### config.mk
export PLATFORM = sky130hd
export DESIGN_NAME = cache_ram
export DESIGN_NICKNAME = d
export VERILOG_FILES = /design/src/hdl/cache_ram.sv
export VERILOG_INCLUDE_DIRS = /design/src /design/src/hdl
export SDC_FILE = /design/constraint.sdc
export NUM_CORES = 1
export LEC_CHECK = 0
export BUFFER_PORTS_ARGS = -buffer_cell sky130_fd_sc_hd__buf_4
export CAP_MARGIN = 40
export CORE_UTILIZATION = 65
export DETAILED_ROUTE_END_ITERATION = 16
export PLACE_DENSITY = 0.85
export SETUP_SLACK_MARGIN = 0.4
export SLEW_MARGIN = 20
export SYNTH_ARGS = -nofsm -noshare
export SYNTH_HDL_FRONTEND = slang
export SYNTH_SLANG_ARGS = --single-unit
export TNS_END_PERCENT = 10
### constraint.sdc
create_clock -name clk -period 12.5 [get_ports clk]
set_input_delay 1.25 -clock clk [delete_from_list [all_inputs] [get_ports clk]]
set_output_delay 1.25 -clock clk [all_outputs]
set_load 0.02 [all_outputs]
### src/hdl/fetch_defines.svh
`ifndef FETCH_DEFINES_SVH
`define FETCH_DEFINES_SVH

// Address and word widths
`define ADDR_BITS     32
`define WORD_BITS     32

// Cache geometry
`define LINE_WORDS    4
`define LINE_BITS     (`LINE_WORDS * `WORD_BITS)
`define SETS          16
`define WAYS          2

// Read latency of the cache RAM blocks in cycles
`define RAM_LATENCY   1

// Derived address fields
`define INDEX_BITS    4
`define OFFSET_BITS   4
`define TAG_BITS      (`ADDR_BITS - `INDEX_BITS - `OFFSET_BITS)

// Word select inside a line, the rest of the offset is the byte lane
`define WORD_SEL_BITS 2
`define BYTE_SEL_BITS (`OFFSET_BITS - `WORD_SEL_BITS)

`endif

### src/hdl/cache_ram.sv
`include "fetch_defines.svh"

module cache_ram #(
  parameter type payload_t = logic [31:0],
  parameter int  DEPTH     = 16
) (
  input  logic                     clk,
  input  logic                     en_i,
  input  logic                     we_i,
  input  logic [$clog2(DEPTH)-1:0] addr_i,
  input  payload_t                 wdata_i,
  output payload_t                 rdata_o
);

  payload_t mem [DEPTH];
  payload_t rd_pipe [`RAM_LATENCY];

  // Read returns the old contents on a write to the same address
  always_ff @(posedge clk) begin
    if (en_i) begin
      if (we_i) begin
        mem[addr_i] <= wdata_i;
      end
      rd_pipe[0] <= mem[addr_i];
    end
    for (int i = 1; i < `RAM_LATENCY; i++) begin
      rd_pipe[i] <= rd_pipe[i-1];
    end
  end

  assign rdata_o = rd_pipe[`RAM_LATENCY-1];

endmodule

==> metrics.cfg <==
[yosys]
synthesis.nets = 882
synth_edf_count = 544
ys.flop_type = edfxtp_1
synth.most_common_cell = edfxtp_1
yosysWarnings = 0
synth_seq_cells = 544
ys_top_cells_by_area = edfxtp_1 81%, mux4_2 14%, a22oi_1 2.4%
async_reset_ff_share_pct = 0
yosys-top-cells-count = 544 x edfxtp_1, 128 x mux4_2, 64 x a22oi_1
synth_cells = 843
netlist_area_mm2 = 0.0202
synth_top_cell_area_share_pct = 80.8
ys_types = 17
avgSynthCellArea_um2 = 24.0
netlist.top_cell.by_area = edfxtp_1
ys_seq_area_share_pct = 80.8

[final_layout]
finalNonFillerCells = 1374
multi_input_area_mm2 = 0.00376
syn_to_final_growth_pct = 13.8
nFillCells = 1550
regArea_mm2 = 0.0163
nets = 988
drive_above_1_share_pct = 31.1

[die]
die_w_um = 178
rows = 64
die_area_mm2 = 0.0318
core_area_mm2 = 0.0306
ioPinCount = 71
die_h_um = 178
start_util_pct = 66.1

[hold_path]
holdCritPathClass = flop to flop

[status]
status = finished, final reports clean

[sta]
finalCritPeriodShare_pct = 28.2
slew_violations = 0
rsz0062_at_grt = no
fin_crit_ps = 3520
worst_slew_pin_slew_ps = 870
relSlewSlack_pct = 41.8
hold_violations = 0
finalClockSkew_ps = 20.7
fin_tns_setup_ps = 0
timing.fmax_mhz = 284
setup_viol = 0
setup_slack_ps = 8980

[power]
vdd_drop_max_uv = 127
power.density_mw_per_mm2 = 157
p_leak_nw = 7.33
power_mw = 3.62

[clock_network]
cts_sinks = 544
clock_latency_ps = 570
cts_resized = 0
htreeDepth = 2
path_clk_slew_ps = 60
cts_hold_buf = 0
ctsRootBufferMaster = clkbuf_16
cts_buffers = 50
cts_setup_buffers = 0
cts_tree = yes
clockBufferDepth = 3

[global_route]
gr-total-overflow = 0
grt_pass1_wl_um = 65300
grt_usage_pct = 29.8
antenna_found_initial = 1
grt_pass1_vias = 9903
grt_max_degree = 56

[route]
drt_iter0_drc = 1197
drc = 0
ant_nets = 0
wire_per_inst_um = 32.9
vias_per_cell = 6.99
firstDrtPassIters = 5
drt-total-wl_um = 45200
vias = 9606

[setup_path]
crit_path_end_kind = flop
critPathKind = input port to flop
cp_common_cell = buf_16
path_cells = clkbuf_8 -> buf_16 -> buf_4 -> buf_16 -> mux4_2 -> a22oi_1 -> nand2_1
crit_slowest_cell = mux4_2
cp_max_fo = 55
crit_family = buffers and inverters
critPathRequiredTime_ps = 12790
path_buf_inv = 4
max_stage_delay_ps = 580
worstPathArrival_ps = 3810
setup.worst_path.start_class = input port

[placement]
numPortBuffers = 70
pre_cts_ws_ps = 8380
dp.cells = 1293
hpwlAfterDp_um = 23900
place.gp.congestion = 0.748

[flow_run]
maxCapViolations = 0

routing by layer:
metal / share of wire, % / global-route usage [%] / wire length, µm / vias up
met5: 0 / 0 / 0 / -
met1: 36 / 39.5 / 16300 / 5066
met4: 3.4 / 11.1 / 1530 / 0
li1: - / - / - / 3816
met3: 8.9 / 5.33 / 4040 / 107
met2: 52 / 50.3 / 23400 / 617
power breakdown:
part	total, mW	switching [mW]	internal (mW)	leakage [nW]
sequential	2.05	0.0114	2.04	4.93
clock	1.38	0.613	0.764	0.694
combinational	0.187	0.110	0.0775	1.71
total	3.62	0.734	2.88	7.33
final cells by class:
cell class / instances / area share [%]
antenna: 1 / 0.0109
tap: 396 / 2.15
clock buffer: 68 / 6.01
multi-input combinational: 252 / 16.4
clock inverter: 12 / 0.207
timing repair buffer: 101 / 4.22
sequential: 544 / 71.0
flip-flops by register name, summed over array words and instances (netlist names):
| signal | cells |
|---|---|
| mem | 512 |
| rd_pipe | 32 |
stage by stage:
stage               hold WS (ps)  util (%)  cell area (µm²)
floorplan                    710         -            20200
global placement             722      69.5            21300
detailed placement           737      70.5            21600
CTS                          753      75.2            23000
global route                 773      75.2            23000
finish                       751      75.2            23000
worst paths after layout:
check	slack, ps	depth (start not counted)	from	to
setup / recovery	8980	7	addr_i[0]	rd_pipe[0][19]
setup reg to reg	10920	3	mem[11][10]	rd_pipe[0][10]
hold / removal	750	3	mem[14][5]	rd_pipe[0][5]
hold reg to reg	750	3	mem[14][5]	rd_pipe[0][5]
cells by family (layout without fill, tap and decap cells):
logic type / count (synthesis) / in the layout / synth area share (%)
mux: 128 / 128 / 14.3
simple gates: 60 / 60 / 1.28
buf+inv: 47 / 181 / 1.26
other cells: 0 / 1 / 0
flops: 544 / 544 / 80.8
compound gates: 64 / 64 / 2.38
placed cells by master (no fill, tap or decap), types with 2 or more instances in the layout:
cell and count:
nor2b_4 2, edfxtp_1 544, buf_12 2, nand2b_1 2, nor2_4 13, clkinv_2 2
nand2_1 34, nand4b_1 2, buf_4 89, clkinv_1 10, clkbuf_16 53, mux4_2 128
buf_16 9, nor3_2 3, a22oi_1 64, clkbuf_1 15
worst reg2reg max path, cell delays in order (launching register included):
cell      delay, ps
edfxtp_1        370
mux4_2          490
a22oi_1         360
nand2_1         100
Power figures use the tool's default switching activity.
