--- src/hdl/fetch_defines.svh ---
`ifndef FETCH_DEFINES_SVH
`define FETCH_DEFINES_SVH

// Address and word widths
`define ADDR_BITS     32
`define WORD_BITS     32

// Cache geometry
`define LINE_WORDS    4
`define LINE_BITS     (`LINE_WORDS * `WORD_BITS)
`define SETS          16
`define WAYS          2

// Read latency of the cache RAM blocks in cycles
`define RAM_LATENCY   1

// Derived address fields
`define INDEX_BITS    4
`define OFFSET_BITS   4
`define TAG_BITS      (`ADDR_BITS - `INDEX_BITS - `OFFSET_BITS)

// Word select inside a line, the rest of the offset is the byte lane
`define WORD_SEL_BITS 2
`define BYTE_SEL_BITS (`OFFSET_BITS - `WORD_SEL_BITS)

`endif

--- src/hdl/fetch_pkg.sv ---
`include "fetch_defines.svh"

package fetch_pkg;

  // Fetch port
  typedef struct packed {
    logic [`ADDR_BITS-1:0] addr;
  } fetch_req_t;

  typedef struct packed {
    logic [`WORD_BITS-1:0] instr;
  } fetch_rsp_t;

  // Tag RAM entry
  typedef struct packed {
    logic                 valid;
    logic [`TAG_BITS-1:0] tag;
  } tag_entry_t;

  // Word 0 sits at the lowest address of the line
  typedef struct packed {
    logic [`LINE_WORDS-1:0][`WORD_BITS-1:0] words;
  } line_t;

  // Line refill towards the bus controller
  typedef struct packed {
    logic [`ADDR_BITS-1:0] base;
  } refill_req_t;

  // Memory bus request, reads only
  typedef struct packed {
    logic [`ADDR_BITS-1:0] addr;
  } mem_req_t;

endpackage

--- src/hdl/icache_ctrl.sv ---
`include "fetch_defines.svh"

module icache_ctrl import fetch_pkg::*; (
  input  logic                   clk,
  input  logic                   resetn,

  input  logic                   fetch_req_valid_i,
  input  fetch_req_t             fetch_req_i,
  output logic                   fetch_req_ready_o,
  output logic                   fetch_rsp_valid_o,
  output fetch_rsp_t             fetch_rsp_o,
  input  logic                   fetch_rsp_ready_i,

  output logic [`WAYS-1:0]       tag_en_o,
  output logic [`WAYS-1:0]       tag_we_o,
  output logic [`INDEX_BITS-1:0] ram_index_o,
  output tag_entry_t             tag_wdata_o,
  input  tag_entry_t             tag_rdata_i [`WAYS],

  output logic [`WAYS-1:0]       data_en_o,
  output logic [`WAYS-1:0]       data_we_o,
  output line_t                  data_wdata_o,
  input  line_t                  data_rdata_i [`WAYS],

  output logic                   refill_valid_o,
  output refill_req_t            refill_req_o,
  input  logic                   refill_ready_i,

  input  logic                   line_valid_i,
  input  line_t                  line_i
);

  typedef enum logic [2:0] {
    ST_SWEEP,
    ST_IDLE,
    ST_LOOKUP,
    ST_COMPARE,
    ST_REFILL,
    ST_RESPOND
  } state_t;

  state_t                   state;
  logic [`INDEX_BITS-1:0]   sweep_idx;
  logic [1:0]               lat_cnt;
  logic                     refill_sent;
  // One bit per set is enough with two ways
  logic [`SETS-1:0]         mru;
  fetch_req_t               req_q;
  fetch_rsp_t               rsp_q;

  logic [`TAG_BITS-1:0]      req_tag;
  logic [`INDEX_BITS-1:0]    req_idx;
  logic [`WORD_SEL_BITS-1:0] req_word;
  logic                      victim;
  logic [`WAYS-1:0]          hit;
  logic                      hit_way;
  line_t                     hit_line;

  assign req_tag  = req_q.addr[`ADDR_BITS-1:`INDEX_BITS+`OFFSET_BITS];
  assign req_idx  = req_q.addr[`INDEX_BITS+`OFFSET_BITS-1:`OFFSET_BITS];
  assign req_word = req_q.addr[`OFFSET_BITS-1:`BYTE_SEL_BITS];
  assign victim   = ~mru[req_idx];

  always_comb begin
    hit      = '0;
    hit_way  = 1'b0;
    hit_line = '0;
    for (int w = 0; w < `WAYS; w++) begin
      hit[w] = tag_rdata_i[w].valid && (tag_rdata_i[w].tag == req_tag);
      if (hit[w]) begin
        hit_way  = 1'(w);
        hit_line = data_rdata_i[w];
      end
    end
  end

  // RAM port control
  always_comb begin
    tag_en_o  = '0;
    tag_we_o  = '0;
    data_en_o = '0;
    data_we_o = '0;
    case (state)
      ST_SWEEP: begin
        tag_en_o = '1;
        tag_we_o = '1;
      end
      ST_LOOKUP: begin
        if (lat_cnt == 2'd0) begin
          tag_en_o  = '1;
          data_en_o = '1;
        end
      end
      ST_REFILL: begin
        if (line_valid_i) begin
          tag_en_o[victim]  = 1'b1;
          tag_we_o[victim]  = 1'b1;
          data_en_o[victim] = 1'b1;
          data_we_o[victim] = 1'b1;
        end
      end
      default: ;
    endcase
  end

  assign ram_index_o       = (state == ST_SWEEP) ? sweep_idx : req_idx;
  assign tag_wdata_o.valid = (state != ST_SWEEP);
  assign tag_wdata_o.tag   = (state == ST_SWEEP) ? '0 : req_tag;
  assign data_wdata_o      = line_i;

  assign fetch_req_ready_o = (state == ST_IDLE);
  assign fetch_rsp_valid_o = (state == ST_RESPOND);
  assign fetch_rsp_o       = rsp_q;

  assign refill_valid_o    = (state == ST_REFILL) && !refill_sent;
  assign refill_req_o.base = {req_tag, req_idx, {`OFFSET_BITS{1'b0}}};

  always_ff @(posedge clk) begin
    if (!resetn) begin
      state       <= ST_SWEEP;
      sweep_idx   <= '0;
      lat_cnt     <= '0;
      refill_sent <= 1'b0;
      mru         <= '0;
    end else begin
      case (state)
        ST_SWEEP: begin
          sweep_idx <= sweep_idx + 1'b1;
          if (sweep_idx == `INDEX_BITS'(`SETS - 1)) begin
            state <= ST_IDLE;
          end
        end
        ST_IDLE: begin
          if (fetch_req_valid_i) begin
            state <= ST_LOOKUP;
          end
        end
        ST_LOOKUP: begin
          if (lat_cnt == 2'(`RAM_LATENCY - 1)) begin
            lat_cnt <= '0;
            state   <= ST_COMPARE;
          end else begin
            lat_cnt <= lat_cnt + 1'b1;
          end
        end
        ST_COMPARE: begin
          if (|hit) begin
            mru[req_idx] <= hit_way;
            state        <= ST_RESPOND;
          end else begin
            refill_sent <= 1'b0;
            state       <= ST_REFILL;
          end
        end
        ST_REFILL: begin
          if (refill_valid_o && refill_ready_i) begin
            refill_sent <= 1'b1;
          end
          if (line_valid_i) begin
            mru[req_idx] <= victim;
            state        <= ST_RESPOND;
          end
        end
        ST_RESPOND: begin
          if (fetch_rsp_ready_i) begin
            state <= ST_IDLE;
          end
        end
        default: state <= ST_SWEEP;
      endcase
    end
  end

  // Request address and response word
  always_ff @(posedge clk) begin
    if (fetch_req_valid_i && fetch_req_ready_o) begin
      req_q <= fetch_req_i;
    end
    if (state == ST_COMPARE && |hit) begin
      rsp_q.instr <= hit_line.words[req_word];
    end else if (state == ST_REFILL && line_valid_i) begin
      rsp_q.instr <= line_i.words[req_word];
    end
  end

  a_rsp_stable: assert property (@(posedge clk) disable iff (!resetn)
    (fetch_rsp_valid_o && !fetch_rsp_ready_i)
      |=> (fetch_rsp_valid_o && $stable(fetch_rsp_o)));

  a_single_hit: assert property (@(posedge clk) disable iff (!resetn)
    (state == ST_COMPARE) |-> $onehot0(hit));

endmodule

--- config.mk ---
export PLATFORM = sky130hd
export DESIGN_NAME = icache_ctrl
export DESIGN_NICKNAME = d
export VERILOG_FILES = /design/src/hdl/fetch_pkg.sv /design/src/hdl/icache_ctrl.sv
export VERILOG_INCLUDE_DIRS = /design/src /design/src/hdl
export SDC_FILE = /design/constraint.sdc
export NUM_CORES = 1
export LEC_CHECK = 0
export BUFFER_PORTS_ARGS = -buffer_cell sky130_fd_sc_hd__buf_2
export CAP_MARGIN = 20
export CORE_AREA = 2 2 275 277
export CTS_CLUSTER_SIZE = 12
export DETAILED_ROUTE_END_ITERATION = 16
export DIE_AREA = 0 0 277 279
export GPL_TIMING_DRIVEN = 0
export MAX_ROUTING_LAYER = met4
export PLACE_DENSITY = 0.44
export SLEW_MARGIN = 0
export SYNTH_ARGS = -nofsm -noshare
export SYNTH_HDL_FRONTEND = slang
export SYNTH_SLANG_ARGS = --single-unit
--- constraint.sdc ---
create_clock -name clk -period 4.9 [get_ports clk]
set_input_delay 0.245 -clock clk [delete_from_list [all_inputs] [get_ports clk]]
set_output_delay 0.245 -clock clk [all_outputs]
set_load 0.1 [all_outputs]
==> run metrics <==
status complete, no violations; Leak 6.27 nW; Tightest Hold Check Type in2reg; Switching Fraction 0.508; slew margin rel. 0.330; First DRT Iteration DRCs a little under 500; Inst Count DP 2517; die width 277 um; Initial Utilization 0.115; clock skew 0.0203 ns; Post-synth ARST share 0; Max Slew Vio Count 0; CP Data Required Time between 5 and 6 ns; Critical-path top delay cell or4_1; Cell Count, Final, Fillers Out about 2600; TritonCTS Buffers 9; Worst Reg-to-Reg Cells 9; max cap viols 0; vias in the first global route between 10000 and 15000; sequential power share 0.257; worst vdd ir 167 uV; IO Count around 700; Post-Route WL roughly 57000 um; fmax around 250 MHz; Int Pwr roughly 1.6 mW; Post-DRT Antenna Nets 0; worst-path fanout max 10; RSZ-0062 raised after global routing no; vias per inst ~3.8; CTS Root Cell clkbuf_16; wire length per cell roughly 23 um; Yosys reg bits 88; Syn Area/Cell 10.1 sq um; Netlist cell types 45; Worst Slack Setup Final 0.911 ns; All-Layer GR Usage 0.146; Die H about 280 um; RR Endpoint fetch_rsp_o[23]$_DFFE_PP_; Hold Path Stages 1; Logic pwr share 0.507; Clk pin slew, worst setup/hold paths around 0.08 ns; min cycle time layout roughly 4 ns; CORE AREA approximately 74000 sq um; CTS max path bufs 2; ys flop type edfxtp_1; post-detail-place hpwl between 50000 and 60000 um; CTS tree done; Hold Path End req_q[7]$_DFFE_PP_; dpl ws ~0.9 ns; crit-path max cell delay 0.60 ns; Fin. Hold Viols 0; setup TNS 0 ns; Die ar. approximately 77000 sq um; fraction of layout cells with a size suffix above 1 0.676; DR pass1 iterations 5; Final nets 2041; sequential area share after synthesis 0.280; crit path DAT slightly above 4 ns; largest net degree at the start of global routing 23; P per Cell Area approximately 240 nW/um^2; reg-to-reg startpoint req_q[26]$_DFFE_PP_; Clock Power Share 0.236; GP Congestion 0.957; port bufs 696; path type of the worst setup path reg2reg; EDFF count, synth between 60 and 70; detailed-route via count slightly below 10000; Setup-failing EPs final 0; Yosys Warn Count 0; CP Capture Type flop; worst-skew pair later-pin latency 0.40 ns; Post-Synthesis Cells 846; area grow syn2layout 60.7%; Startpoint Class flop; remaining global-route overflow 0; antenna violations before repair 15; H-Tree Depth 3; # rows 100; Hold Startpoint fetch_req_i[7]; crit share post-route 0.814; first-pass GRT wire length approximately 77000 um; DR DRC count 0; Mapped Area 8510 sq um; Psw ~1.7 mW; FF-to-FF setup slack 0.91 ns; Clock Sinks 88; measured slew at the worst slew-check pin between 1 and 1.5 ns; ordered list of cells on the worst path xor2_1 -> or4_1 -> nor4_4 -> nand2_2 -> clkbuf_1 -> buf_2 -> mux2_2 -> o22ai_1 -> o31ai_1; worst hold slack about 0.033 ns
-- sequential cells by signal, summed over array words and instances, names as in the netlist --
register	flops
mru	16
req_q	30
sweep_idx	4
lat_cnt	2
state	3
refill_sent	1
fetch_rsp_o	32
-- stage by stage --
stage / power [mW] / instance area [sq um] / util
after floorplan: 2.06 / 8520 / -
after global placement: 2.54 / 13200 / 0.178
after detailed placement: 2.55 / 13300 / 0.179
after CTS: 3.39 / 13700 / 0.184
after global routing: 3.46 / 13700 / 0.185
final: 3.31 / 13700 / 0.185
-- critical path: cells and delay by family (launching register included) --
kind | cells | cell delay [ns]
and+or+nand+nor | 3 | 1.19
AOI/OAI and AO/OA | 2 | 0.70
buffers and inverters | 2 | 0.65
DFF | 1 | 0.58
muxes | 1 | 0.32
xor gates and xnor gates | 1 | 0.25
-- cell type report --
cell class                      instances  area (sq um)
Multi-Input combinational cell        535          4670
Sequential cell                        88          2380
Fill cell                            8378         60400
Clock inverter                          7          70.1
Timing Repair Buffer                  706          3620
Tap cell                              969          1210
Buffer                                217          1450
Inverter                                9          33.8
Antenna cell                           10          25.0
Clock buffer                            9           225
-- how the worst max path moves through the flow --
stage,startpoint,endpoint,cells past startpoint
after floorplan,req_q[24]$_DFFE_PP_,fetch_rsp_o[0]$_DFFE_PP_,7
after global placement,req_q[26]$_DFFE_PP_,fetch_rsp_o[9]$_DFFE_PP_,7
after detailed placement,req_q[26]$_DFFE_PP_,fetch_rsp_o[31]$_DFFE_PP_,9
after CTS,req_q[26]$_DFFE_PP_,fetch_rsp_o[31]$_DFFE_PP_,9
after global routing,req_q[26]$_DFFE_PP_,fetch_rsp_o[31]$_DFFE_PP_,9
final,req_q[26]$_DFFE_PP_,fetch_rsp_o[23]$_DFFE_PP_,9
-- metal layers --
metal	vias up	wire, um	share of wire	track usage
met3	69	4190	0.073	0.0385
met4	0	1720	0.030	0.0517
met2	511	29000	0.50	0.256
met1	4616	22600	0.39	0.160
li1	4458	-	-	-
met5	-	0	0	-
-- cells in the final DEF (no fill, tap or decap), drive strengths merged, types with 7 or more instances in the layout --
master and n:
o41ai 9, o22ai 65, o311ai 11, xor2 47
clkbuf 49, diode 10, o31ai 32, edfxtp 62
nor2b 28, nand3 7, mux2i 9, buf 876
mux4 37, inv 12, dfxtp 26, nand2 75
nor2 7, nor4 21, dlygate4sd3 7, mux2 128
-- synth_stat cells (5+ instances only) --
cell	count	area, sq um
and3_1	5	31.3
mux2i_1	9	90.1
clkbuf_1	40	150
o311ai_1	9	78.8
mux4_2	37	833
nor3_1	6	30.0
nand2b_1	6	37.5
edfxtp_1	62	1860
buf_2	11	55.1
mux2_2	128	1440
o22ai_1	65	407
nand3_1	7	35.0
inv_1	8	30.0
nand2_1	73	274
dfxtp_1	26	521
o41ai_1	9	78.8
nor2b_1	28	175
nor2_1	7	26.3
o31ai_1	32	240
nand4_1	6	37.5
nor4_1	20	125
buf_4	160	1200
xor2_1	47	412
-- kinds of logic (layout without fill, tap and decap cells) --
kind of cell / Yosys count / after routing / synth area share
AOI/OAI and AO/OA: 131 / 131 / 0.107
xor gates and xnor gates: 51 / 51 / 0.0525
adders and majority gates: 3 / 3 / 0.00441
buffers and inverters: 226 / 948 / 0.174
DFF: 88 / 88 / 0.280
muxes: 174 / 174 / 0.278
other: 1 / 14 / 0.000440
and+or+nand+nor: 172 / 172 / 0.104
-- repair_timing --
item / CTS / global route
resized for setup: 0 / 0
hold buffers: 7 / 0
endpoints found under the hold margin: 7 / 0
setup buffers: 0 / 0
-- power by group through the flow --
stage | logic (mW) | clock network, mW | registers, mW
CTS | 1.69 | 0.841 | 0.853
global placement | 1.67 | 0 | 0.870
floorplan | 1.20 | 0 | 0.860
finish | 1.68 | 0.780 | 0.852
detailed placement | 1.68 | 0 | 0.870
global route | 1.75 | 0.858 | 0.855
(Power assumes the default switching activity.)
