## src/hdl/fetch_defines.svh

```systemverilog
`ifndef FETCH_DEFINES_SVH
`define FETCH_DEFINES_SVH

// Address and word widths
`define ADDR_BITS     32
`define WORD_BITS     32

// Cache geometry
`define LINE_WORDS    4
`define LINE_BITS     (`LINE_WORDS * `WORD_BITS)
`define SETS          16
`define WAYS          2

// Read latency of the cache RAM blocks in cycles
`define RAM_LATENCY   1

// Derived address fields
`define INDEX_BITS    4
`define OFFSET_BITS   4
`define TAG_BITS      (`ADDR_BITS - `INDEX_BITS - `OFFSET_BITS)

// Word select inside a line, the rest of the offset is the byte lane
`define WORD_SEL_BITS 2
`define BYTE_SEL_BITS (`OFFSET_BITS - `WORD_SEL_BITS)

`endif

```

## src/hdl/fetch_pkg.sv

```systemverilog
`include "fetch_defines.svh"

package fetch_pkg;

  // Fetch port
  typedef struct packed {
    logic [`ADDR_BITS-1:0] addr;
  } fetch_req_t;

  typedef struct packed {
    logic [`WORD_BITS-1:0] instr;
  } fetch_rsp_t;

  // Tag RAM entry
  typedef struct packed {
    logic                 valid;
    logic [`TAG_BITS-1:0] tag;
  } tag_entry_t;

  // Word 0 sits at the lowest address of the line
  typedef struct packed {
    logic [`LINE_WORDS-1:0][`WORD_BITS-1:0] words;
  } line_t;

  // Line refill towards the bus controller
  typedef struct packed {
    logic [`ADDR_BITS-1:0] base;
  } refill_req_t;

  // Memory bus request, reads only
  typedef struct packed {
    logic [`ADDR_BITS-1:0] addr;
  } mem_req_t;

endpackage

```

## src/hdl/bus_ctrl.sv

```systemverilog
`include "fetch_defines.svh"

module bus_ctrl import fetch_pkg::*; (
  input  logic                  clk,
  input  logic                  resetn,

  input  logic                  refill_valid_i,
  input  refill_req_t           refill_req_i,
  output logic                  refill_ready_o,

  output logic                  line_valid_o,
  output line_t                 line_o,

  output logic                  mem_valid_o,
  output mem_req_t              mem_req_o,
  input  logic                  mem_ready_i,
  input  logic [`WORD_BITS-1:0] mem_rdata_i
);

  logic                      busy;
  logic [`WORD_SEL_BITS-1:0] word_cnt;
  logic                      line_valid_q;
  logic [`ADDR_BITS-1:0]     base_q;
  line_t                     line_q;
  logic                      last_word;

  assign last_word = (word_cnt == `WORD_SEL_BITS'(`LINE_WORDS - 1));

  assign refill_ready_o = !busy;
  assign mem_valid_o    = busy;
  // Word address inside the line comes from the counter
  assign mem_req_o.addr = {base_q[`ADDR_BITS-1:`OFFSET_BITS], word_cnt,
                           {`BYTE_SEL_BITS{1'b0}}};

  assign line_valid_o = line_valid_q;
  assign line_o       = line_q;

  always_ff @(posedge clk) begin
    if (!resetn) begin
      busy         <= 1'b0;
      word_cnt     <= '0;
      line_valid_q <= 1'b0;
    end else begin
      line_valid_q <= 1'b0;
      if (refill_valid_i && refill_ready_o) begin
        busy     <= 1'b1;
        word_cnt <= '0;
      end else if (busy && mem_ready_i) begin
        word_cnt <= word_cnt + 1'b1;
        if (last_word) begin
          busy         <= 1'b0;
          line_valid_q <= 1'b1;
        end
      end
    end
  end

  // Line base and assembled words
  always_ff @(posedge clk) begin
    if (refill_valid_i && refill_ready_o) begin
      base_q <= refill_req_i.base;
    end
    if (busy && mem_ready_i) begin
      line_q.words[word_cnt] <= mem_rdata_i;
    end
  end

  a_addr_stable: assert property (@(posedge clk) disable iff (!resetn)
    (mem_valid_o && !mem_ready_i) |=> (mem_valid_o && $stable(mem_req_o)));

endmodule

```

## config.mk

```make
export PLATFORM = sky130hd
export DESIGN_NAME = bus_ctrl
export DESIGN_NICKNAME = d
export VERILOG_FILES = /design/src/hdl/fetch_pkg.sv /design/src/hdl/bus_ctrl.sv
export VERILOG_INCLUDE_DIRS = /design/src /design/src/hdl
export SDC_FILE = /design/constraint.sdc
export NUM_CORES = 1
export LEC_CHECK = 0
export BUFFER_PORTS_ARGS = -buffer_cell sky130_fd_sc_hd__buf_4
export CAP_MARGIN = 20
export CORE_MARGIN = 5
export CORE_UTILIZATION = 35
export CTS_BUF_LIST = sky130_fd_sc_hd__clkbuf_4 sky130_fd_sc_hd__clkbuf_8
export DETAILED_ROUTE_END_ITERATION = 10
export PLACE_DENSITY_LB_ADDON = 0.08
export SYNTH_ARGS = -nofsm -noshare
export SYNTH_HDL_FRONTEND = slang
export SYNTH_SLANG_ARGS = --single-unit
```

## constraint.sdc

```tcl
create_clock -name clk -period 4.7 [get_ports clk]
set_input_delay 0.235 -clock clk [delete_from_list [all_inputs] [get_ports clk]]
set_output_delay 0.235 -clock clk [all_outputs]
set_load 0.05 [all_outputs]
```

==> results of run 1 <==
flip-flops by register name, summed over array words and instances (netlist names):
name          cells
line_o          128
base_q           28
mem_valid_o       1
line_valid_o      1
word_cnt          2
power by group through the flow:
stage	Combinational [mW]	Clock [mW]	Sequential (mW)
after floorplan	0.0243	0	1.74
after CTS	0.270	1.16	1.61
after global placement	0.225	0	1.64
final	0.268	1.12	1.61
after global routing	0.282	1.22	1.61
after detailed placement	0.228	0	1.64
metal layers:
| metal | global-route usage | wire [um] | vias to the layer above | part of all wire |
|---|---|---|---|---|
| met5 | 0 | 0 | - | 0 |
| met4 | 0.0556 | 211 | 0 | 0.017 |
| met3 | 0.0709 | 1210 | 18 | 0.099 |
| met2 | 0.246 | 6340 | 140 | 0.52 |
| met1 | 0.162 | 4440 | 1379 | 0.36 |
| li1 | - | - | 1341 | - |
cell usage after synthesis (2+ instances only):
library cell and instances:
edfxtp_1 156, dfxtp_1 4, ha_1 4, and3_2 3, inv_1 3, buf_4 2
nor2b_1 2
placed cells by master, fill, tap and decap left out, types with 2 or more instances in the layout:
| cell | netlist | layout |
|---|---|---|
| clkinvlp_4 | 0 | 2 |
| and3_2 | 3 | 3 |
| bufinv_16 | 0 | 5 |
| clkbuf_4 | 0 | 4 |
| ha_1 | 4 | 4 |
| dlygate4sd3_1 | 0 | 61 |
| conb_1 | 1 | 2 |
| buf_4 | 2 | 225 |
| edfxtp_1 | 156 | 156 |
| inv_1 | 3 | 3 |
| clkbuf_8 | 0 | 17 |
| dfxtp_1 | 4 | 4 |
| clkinv_2 | 0 | 2 |
through the flow:
step | utilization | area (um^2) | hold slack (ns)
6_report | 0.570 | 7920 | 0.0564
5_1_grt | 0.570 | 7920 | 0.0856
4_1_cts | 0.570 | 7920 | 0.0232
3_5_place_dp | 0.494 | 6860 | 0.414
3_3_place_gp | 0.494 | 6860 | 0.414
2_1_floorplan | - | 4960 | 0.334
cell families after synthesis:
family / after synthesis / share of synthesized area
DFF: 160 / 0.960
AOI/OAI and AO/OA: 3 / 0.00302
xor gates and xnor gates: 1 / 0.00177
and+or+nand+nor: 11 / 0.0144
buffers and inverters: 6 / 0.00756
other: 1 / 0.000756
adders and majority gates: 4 / 0.0101
muxes: 1 / 0.00202
how the worst max path moves through the flow:
stage / from / end / cells after the start
after CTS: mem_valid_o / line_o[40] / 1
final: mem_valid_o / line_o[57] / 1
after floorplan: mem_valid_o / base_q[10] / 2
after detailed placement: mem_valid_o / line_o[61] / 1
after global routing: mem_valid_o / line_o[33] / 1
after global placement: mem_valid_o / line_o[26] / 1
timing repair:
item,4_1_cts,5_1_grt
setup endpoints to repair,0,0
resized for setup,0,0
hold endpoints to repair,157,0
hold buffers,61,0
cell type report:
| class | instances | area [um^2] | area share |
|---|---|---|---|
| clock buffers | 21 | 264 | 0.0333 |
| clock inverters | 11 | 188 | 0.0237 |
| inverters | 3 | 11.3 | 0.00142 |
| multi-input cells | 22 | 165 | 0.0209 |
| flip-flops and latches | 160 | 4760 | 0.602 |
| well taps | 180 | 225 | 0.0284 |
| repair buffers | 286 | 2300 | 0.290 |
==> impl_metrics.tcl, run 1 <==
set metrics [dict create \
    cts_buffers 17 \
    routabilityCongestion 0.717 \
    worstPathArrival_ns 1.89 \
    crit_required_ns 4.77 \
    tritoncts "built" \
    cts_max_level 4 \
    holdPathStages 3 \
    tightest_slew_ns 0.874 \
    p_comb_frac 0.089 \
    yosysSeqAreaShare 0.960 \
    wl_per_cell_um 17.9 \
    netlist_top_cells_area "edfxtp_1 94%, dfxtp_1 1.6%, ha_1 1.0%" \
    syn_inst 187 \
    avgSynthCellArea_um2 26.5 \
    p_int_mw 2.36 \
    first_pass_iters 4 \
    synthDominantCellAreaShare 0.944 \
    hpwl_mm 8.00 \
    r2r_start "mem_valid_o" \
    clk_path_buf_depth 2 \
    routed_wl_mm 12.2 \
    end_kind "flip-flop" \
    min_from "refill_valid_i" \
    grt_pass1_wl_mm 17.7 \
    start_util 0.357 \
    max_stage_delay_ns 0.85 \
    cp_num_buf_inv 0 \
    hold_class "in -> reg" \
    maxCapViolations 0 \
    synthFlopType "edfxtp_1" \
    grt_use_total 0.147 \
    yosysWarnings 0 \
    crit_chain "and3_2" \
    rsz0062_at_grt "false" \
    drive_above_1_share 0.519 \
    final_max_slew_viol_count 0 \
    period_share 0.389 \
    drc 0 \
    path_class "reg -> reg" \
    fin_crit_ns 1.83 \
    reg2reg_depth 1 \
    startpoint_type "flip-flop" \
    relSlewSlack 0.418 \
    placed_cells 590 \
    rr_endpoint "line_o[57]" \
    p_total_mw 3.00 \
    antenna_found_initial 0 \
    dieArea_um2 16700 \
    hold_end "mem_valid_o" \
    final-hold-violation-count 0 \
    cp_top_family "simple AND/OR/NAND/NOR gates" \
    num-fill-cells 1105 \
    syn_area_um2 4960 \
    design.core.area_um2 13900 \
    setup_ws_ns 2.87 \
    cp_max_fo 32 \
    root_buffer "clkbuf_8" \
    overflow 0 \
    ys_types 20 \
    power_density_nw_per_um2 379 \
    slowest_stage "and3_2" \
    worstSkewPairLatency_ns 0.44 \
    pre_cts_ws_ns 2.84 \
    fin_nets 562 \
    ant_nets 0 \
    synth_edf_count 156 \
    clk_pin_slew_ns 0.08 \
    diodes 0 \
    cts.sinks 160 \
    p_switching_mw 0.646 \
    die-height_um 129 \
    fin_worst_skew_ns 0.00922 \
    vias 2878 \
    seq_power_share 0.536 \
    fmax_mhz 547 \
    io_pins 231 \
    drt_iter0_markers 167 \
    cts_setup_buffers 0 \
    setup_viol 0 \
    synth_seq_cells 160 \
    area_growth_pct 59.6 \
    die_w_um 129 \
    status "finished, final reports clean" \
    p_sw_frac 0.215 \
    async_flop_share 0 \
    synth_largest_area_cell "edfxtp_1" \
    setup_tns_ns 0 \
    clkPwrFrac 0.374 \
    avgViaCountPerCell 4.21 \
    port_buffers 224 \
    ir_drop_uv 218 \
    power_leakage_nw 3.11 \
    worst-r2r-setup-slack_ns 2.87 \
    grt_pass1_vias 3029 \
    instances_no_fill 683 \
    grt_start_max_net_pins 35 \
    rows 43 \
]
No activity file was read; power rests on OpenSTA's default activity.
==> run 2: changes to the inputs <==
ABC_AREA = 1   (was unset)
clock period = 1.8 ns   (was 4.7 ns; I/O delays follow)
==> run 2 against run 1 <==
  * Flip-flop and latch count stayed put
  * Largest cell class unchanged
  * Core utilization up 0.62 points
  * Critical endpoint is now word_cnt[1]
  * Clock power up 120%
==> impl_metrics.tcl, run 2 <==
set metrics [dict create \
    yosysWarnings 0 \
    grt_use_total 0.146 \
    rsz0062_at_grt "false" \
    drt_iter0_markers 187 \
    wl_per_cell_um 17.5 \
    synth_largest_area_cell "edfxtp_1" \
    fmax_mhz 754 \
    grt_use_met3 0.0713 \
    fin_worst_skew_ns 0.00573 \
    root_buffer "clkbuf_8" \
    cts_setup_buffers 0 \
    synthTopCellsByCount "156 x edfxtp_1, 7 x inv_1, 4 x dfxtp_1, 4 x ha_1, 4 x nor2_1" \
    routed_wl_mm 12.2 \
    setup_viol 0 \
    syn_area_um2 4960 \
    die-height_um 129 \
    period_share 0.737 \
    start_util 0.357 \
    worstPathArrival_ns 1.70 \
    grt_pass1_vias 2979 \
    cts_max_level 4 \
    yosysSeqAreaShare 0.960 \
    grt_start_max_net_pins 33 \
    synth_seq_cells 160 \
    first_pass_iters 4 \
    hpwl_mm 8.33 \
    tritoncts "built" \
    routabilityCongestion 0.725 \
    final_common_cell "buf_4" \
    power_density_nw_per_um2 924 \
    startpoint_type "flip-flop" \
    maxCapViolations 0 \
    avgViaCountPerCell 4.22 \
    grt_pass1_wl_mm 17.4 \
    io_pins 231 \
    dieArea_um2 16700 \
    final_max_slew_viol_count 0 \
    p_total_mw 7.39 \
    async_flop_share 0 \
    antenna_found_initial 0 \
    power_leakage_nw 3.12 \
    vias 2943 \
    ys_types 16 \
    die_w_um 129 \
    clk_path_buf_depth 2 \
    synthFlopType "edfxtp_1" \
    cts_buffers 17 \
    design.core.area_um2 13900 \
    fin_crit_ns 1.33 \
    largest_register_ffs 128 \
    layout_common_cells "228 x buf_4, 156 x edfxtp_1, 64 x dlygate4sd3_1" \
    avgSynthCellArea_um2 25.8 \
    setup_tns_ns 0 \
    crit_required_ns 2.17 \
    status "finished, final reports clean" \
    yosys.cell_count.top_type "edfxtp_1" \
    overflow 0 \
    path_class "reg -> reg" \
    global_route.usage.met1 0.148 \
    synth_edf_count 156 \
    met2_usage 0.253 \
    syn_inst 192 \
    cp_max_fo 6 \
    diodes 0 \
    top_usage_layer "met2" \
    area_growth_pct 61.3 \
    port_buffers 224 \
    rows 43 \
    netlist_top_cells_area "edfxtp_1 94%, dfxtp_1 1.6%, ha_1 1.0%" \
    ant_nets 0 \
    worstSkewPairLatency_ns 0.44 \
    final-hold-violation-count 0 \
    end_kind "flip-flop" \
    synthDominantCellAreaShare 0.944 \
    ir_drop_uv 541 \
    drive_above_1_share 0.529 \
    fin_nets 577 \
    hold_class "in -> reg" \
    clk_pin_slew_ns 0.08 \
    cts.sinks 160 \
    drc 0 \
    num-fill-cells 1106 \
]
==> run 2: cell count changes after synthesis, sizes merged, moves of 2 or more <==
cell,before,now
nor2b,2,0
nor2,1,6
inv,3,8
and3,4,0
nand2,1,6
==> run 2: routing by layer <==
layer  vias up  wire [um]
li1       1371          -
met5         -          0
met4         0        308
met1      1410       4090
met3        21       1330
met2       141       6480
==> run 2: path summary, 6_finish.rpt <==
check | slack, ns | depth (start not counted) | from | to
max reg2reg | 0.47 | 5 | mem_valid_o | word_cnt[1]
max | 0.47 | 5 | mem_valid_o | word_cnt[1]
min reg2reg | 0.51 | 2 | word_cnt[1] | word_cnt[1]
min | 0.36 | 2 | refill_req_i[6] | base_q[6]
==> run 2: layout make-up <==
class	count	area, um^2	area share
flip-flops and latches	160	4770	0.596
repair buffers	295	2410	0.301
inverters	8	30.0	0.00375
clock buffers	18	241	0.0302
well taps	180	225	0.0281
clock inverters	14	143	0.0178
multi-input cells	23	184	0.0230
==> run 2: where the power goes <==
group / switching [mW] / total, mW / internal, mW
clock network: 1.27 / 2.51 / 1.24
logic: 0.412 / 0.691 / 0.279
registers: 0.0236 / 4.19 / 4.17
total: 1.71 / 7.39 / 5.68
==> run 2: cells by family after synthesis <==
logic type / share of synthesized area
other: 0.000756
AND/OR/NAND/NOR: 0.0171
adder cells (fa/ha/maj): 0.0101
buffers and inverters: 0.00908
AO/OA/AOI/OAI: 0.00277
flip-flops: 0.960
==> run 2: timing repair <==
item | CTS | global route
endpoints found under the hold margin | 160 | 0
setup endpoints to repair | 0 | 0
gates resized for setup | 0 | 0
hold buffers | 64 | 0
==> run 2: worst max-delay path, stage by stage, from the launching register on <==
cell,delay (ns)
dfxtp_2,0.41
inv_2,0.06
nand2_2,0.06
nand2_2,0.04
dlygate4sd3_1,0.59
a21oi_2,0.11
==> run 2: metrics by stage <==
step                      hold slack (ns)   util  setup WS [ns]  instance area, um^2  cells
after floorplan                     0.189      -         0.0821                 5000    193
after global placement              0.269  0.503          0.488                 6980    602
after detailed placement            0.269  0.503          0.481                 6980    602
after CTS                           0.327  0.577          0.464                 8000    698
after global routing                0.323  0.577          0.403                 8000    698
final                               0.361  0.577          0.473                 8000    698
==> run 3: changes to the inputs <==
clock period = 1.24 ns   (was 1.8 ns; I/O delays follow)
==> run 3 against run 2 <==
  * The flow now finishes with violations (negative setup slack)
  * Critical path depth is 1 higher
  * Worst hold slack got worse by 0.011 ns
  * Setup slack worse by 0.53 ns
  * Non-clock buffer count is 17 higher
  * Count of clock-buffer cells in the layout increased by 1
  * Largest cell class unchanged
  * First-iteration DRC count is 2.7% lower
  * Clock skew increased by 0.0011 ns
  * Core utilization is 2.2 points higher
  * Flip-flop and latch count unchanged
  * Cell area increased by 3.8%
  * Combinational power grew 55%
  * Maximum frequency is 2.5% higher
==> impl_metrics.tcl, run 3 (same netlist as run 2, synthesis figures left out) <==
set metrics [dict create \
    status "finished, violations left" \
    failed_checks "negative setup slack" \
    overflow 0 \
    cts.sinks 160 \
    seq_power_share 0.591 \
    design.core.area_um2 13900 \
    routed_wl_mm 13.4 \
    final-hold-violation-count 0 \
    grt_pass1_wl_mm 18.5 \
    tritoncts "built" \
    setup_ws_ns -0.0549 \
    wl_per_cell_um 18.7 \
    hpwl_mm 8.90 \
    io_pins 231 \
    rows 43 \
    worstSkewPairLatency_ns 0.43 \
    rsz0062_at_grt "true" \
    clkPwrFrac 0.305 \
    fmax_mhz 772 \
    die_w_um 129 \
    drc 0 \
    instances_no_fill 716 \
    fin_crit_ns 1.29 \
    worstPathArrival_ns 1.44 \
    end_kind "flip-flop" \
    cts_buffers 17 \
    holdPathStages 2 \
    final_common_cell "buf_4" \
    grt_pass1_vias 3174 \
    max_stage_delay_ns 0.37 \
    area_growth_pct 67.4 \
    ant_nets 0 \
    fin_hold_ws_ns 0.350 \
    crit_top_cell "buf_12" \
    largest_register_ffs 128 \
    die-height_um 129 \
    path_class "reg -> reg" \
    antenna_found_initial 0 \
    vias 3067 \
    period_share 1.04 \
    grt_start_max_net_pins 29 \
    clk_pin_slew_ns 0.08 \
    setup_viol 82 \
    p_int_mw 7.88 \
    fin_worst_skew_ns 0.00688 \
    port_buffers 224 \
    root_buffer "clkbuf_8" \
    startpoint_type "flip-flop" \
    reg2reg_depth 6 \
    crit_chain "inv_4 -> ha_2 -> inv_2 -> nor2_4 -> buf_12 -> buf_12" \
    start_util 0.357 \
    drive_above_1_share 0.564 \
    hold_class "in -> reg" \
    grt_use_total 0.154 \
    p_sw_frac 0.235 \
    final_cell_area_um2 8310 \
    p_switching_mw 2.42 \
    clk_path_buf_depth 2 \
    cp_num_buf_inv 4 \
    avgViaCountPerCell 4.28 \
    drt_iter0_markers 182 \
    fin_nets 594 \
    cp_top_family "buffers and inverters" \
    ir_drop_uv 552 \
    power_density_nw_per_um2 1240 \
    first_pass_iters 4 \
    cp_max_fo 11 \
    maxCapViolations 0 \
    routabilityCongestion 0.757 \
    final_max_slew_viol_count 0 \
    power_leakage_nw 3.24 \
    pre_cts_ws_ns -0.0413 \
    slowest_stage "dfxtp_4" \
    layout_common_cells "228 x buf_4, 156 x edfxtp_1, 63 x dlygate4sd3_1" \
    dieArea_um2 16700 \
    p_total_mw 10.3 \
    placed_cells 607 \
    setup_tns_ns -1.87 \
    cp.depth 6 \
    fin_util 0.599 \
    placed_cell_area_um2 7110 \
    cts_max_level 4 \
    p_comb_frac 0.103 \
    crit_required_ns 1.38 \
]
==> run 3: cell types whose count changed in the layout (fill, tap and decap cells not counted), sizes merged <==
cell / previous run / this run
buf: 231 / 246
clkbuf: 18 / 22
clkinv: 5 / 9
bufinv: 2 / 0
clkinvlp: 6 / 4
diode: 0 / 1
dlygate4sd3: 64 / 63
inv: 9 / 8
==> run 3: area by class of cell <==
type	instances	area, um^2
repair buffers	312	2710
clock inverters	13	72.6
fillers	1053	5570
flip-flops and latches	160	4780
inverters	8	48.8
clock buffers	19	249
multi-input cells	23	225
diodes	1	2.50
well taps	180	225
==> run 3: repair_timing <==
| item | CTS | global route |
|---|---|---|
| gates resized for setup | 14 | 10 |
| setup buffers | 4 | 5 |
| hold buffers | 63 | 0 |
| cloned | 1 | 5 |
| endpoints found under the setup margin | 76 | 117 |
| endpoints found under the hold margin | 160 | 0 |
==> run 3: per-layer routing <==
metal | up-vias | share of wire | global-route usage
met4 | 0 | 0.023 | 0.0667
met5 | - | 0 | 0
met3 | 22 | 0.083 | 0.0528
met2 | 149 | 0.50 | 0.252
li1 | 1410 | - | -
met1 | 1486 | 0.39 | 0.186
==> run 3: path summary, 6_finish.rpt <==
kind | start | to | slack (ns)
hold / removal | refill_req_i[21] | base_q[21] | 0.35
setup reg to reg | word_cnt[1] | line_o[51] | -0.05
hold reg to reg | mem_valid_o | line_valid_o | 0.60
setup / recovery | word_cnt[1] | line_o[51] | -0.05
==> run 3: power groups by stage <==
stage / Combinational [mW] / Sequential, mW / Clock (mW)
floorplan: 0.0971 / 6.57 / 0
global placement: 0.875 / 6.21 / 0
detailed placement: 0.882 / 6.21 / 0
CTS: 1.08 / 6.09 / 3.26
global route: 1.12 / 6.10 / 3.49
finish: 1.07 / 6.09 / 3.14
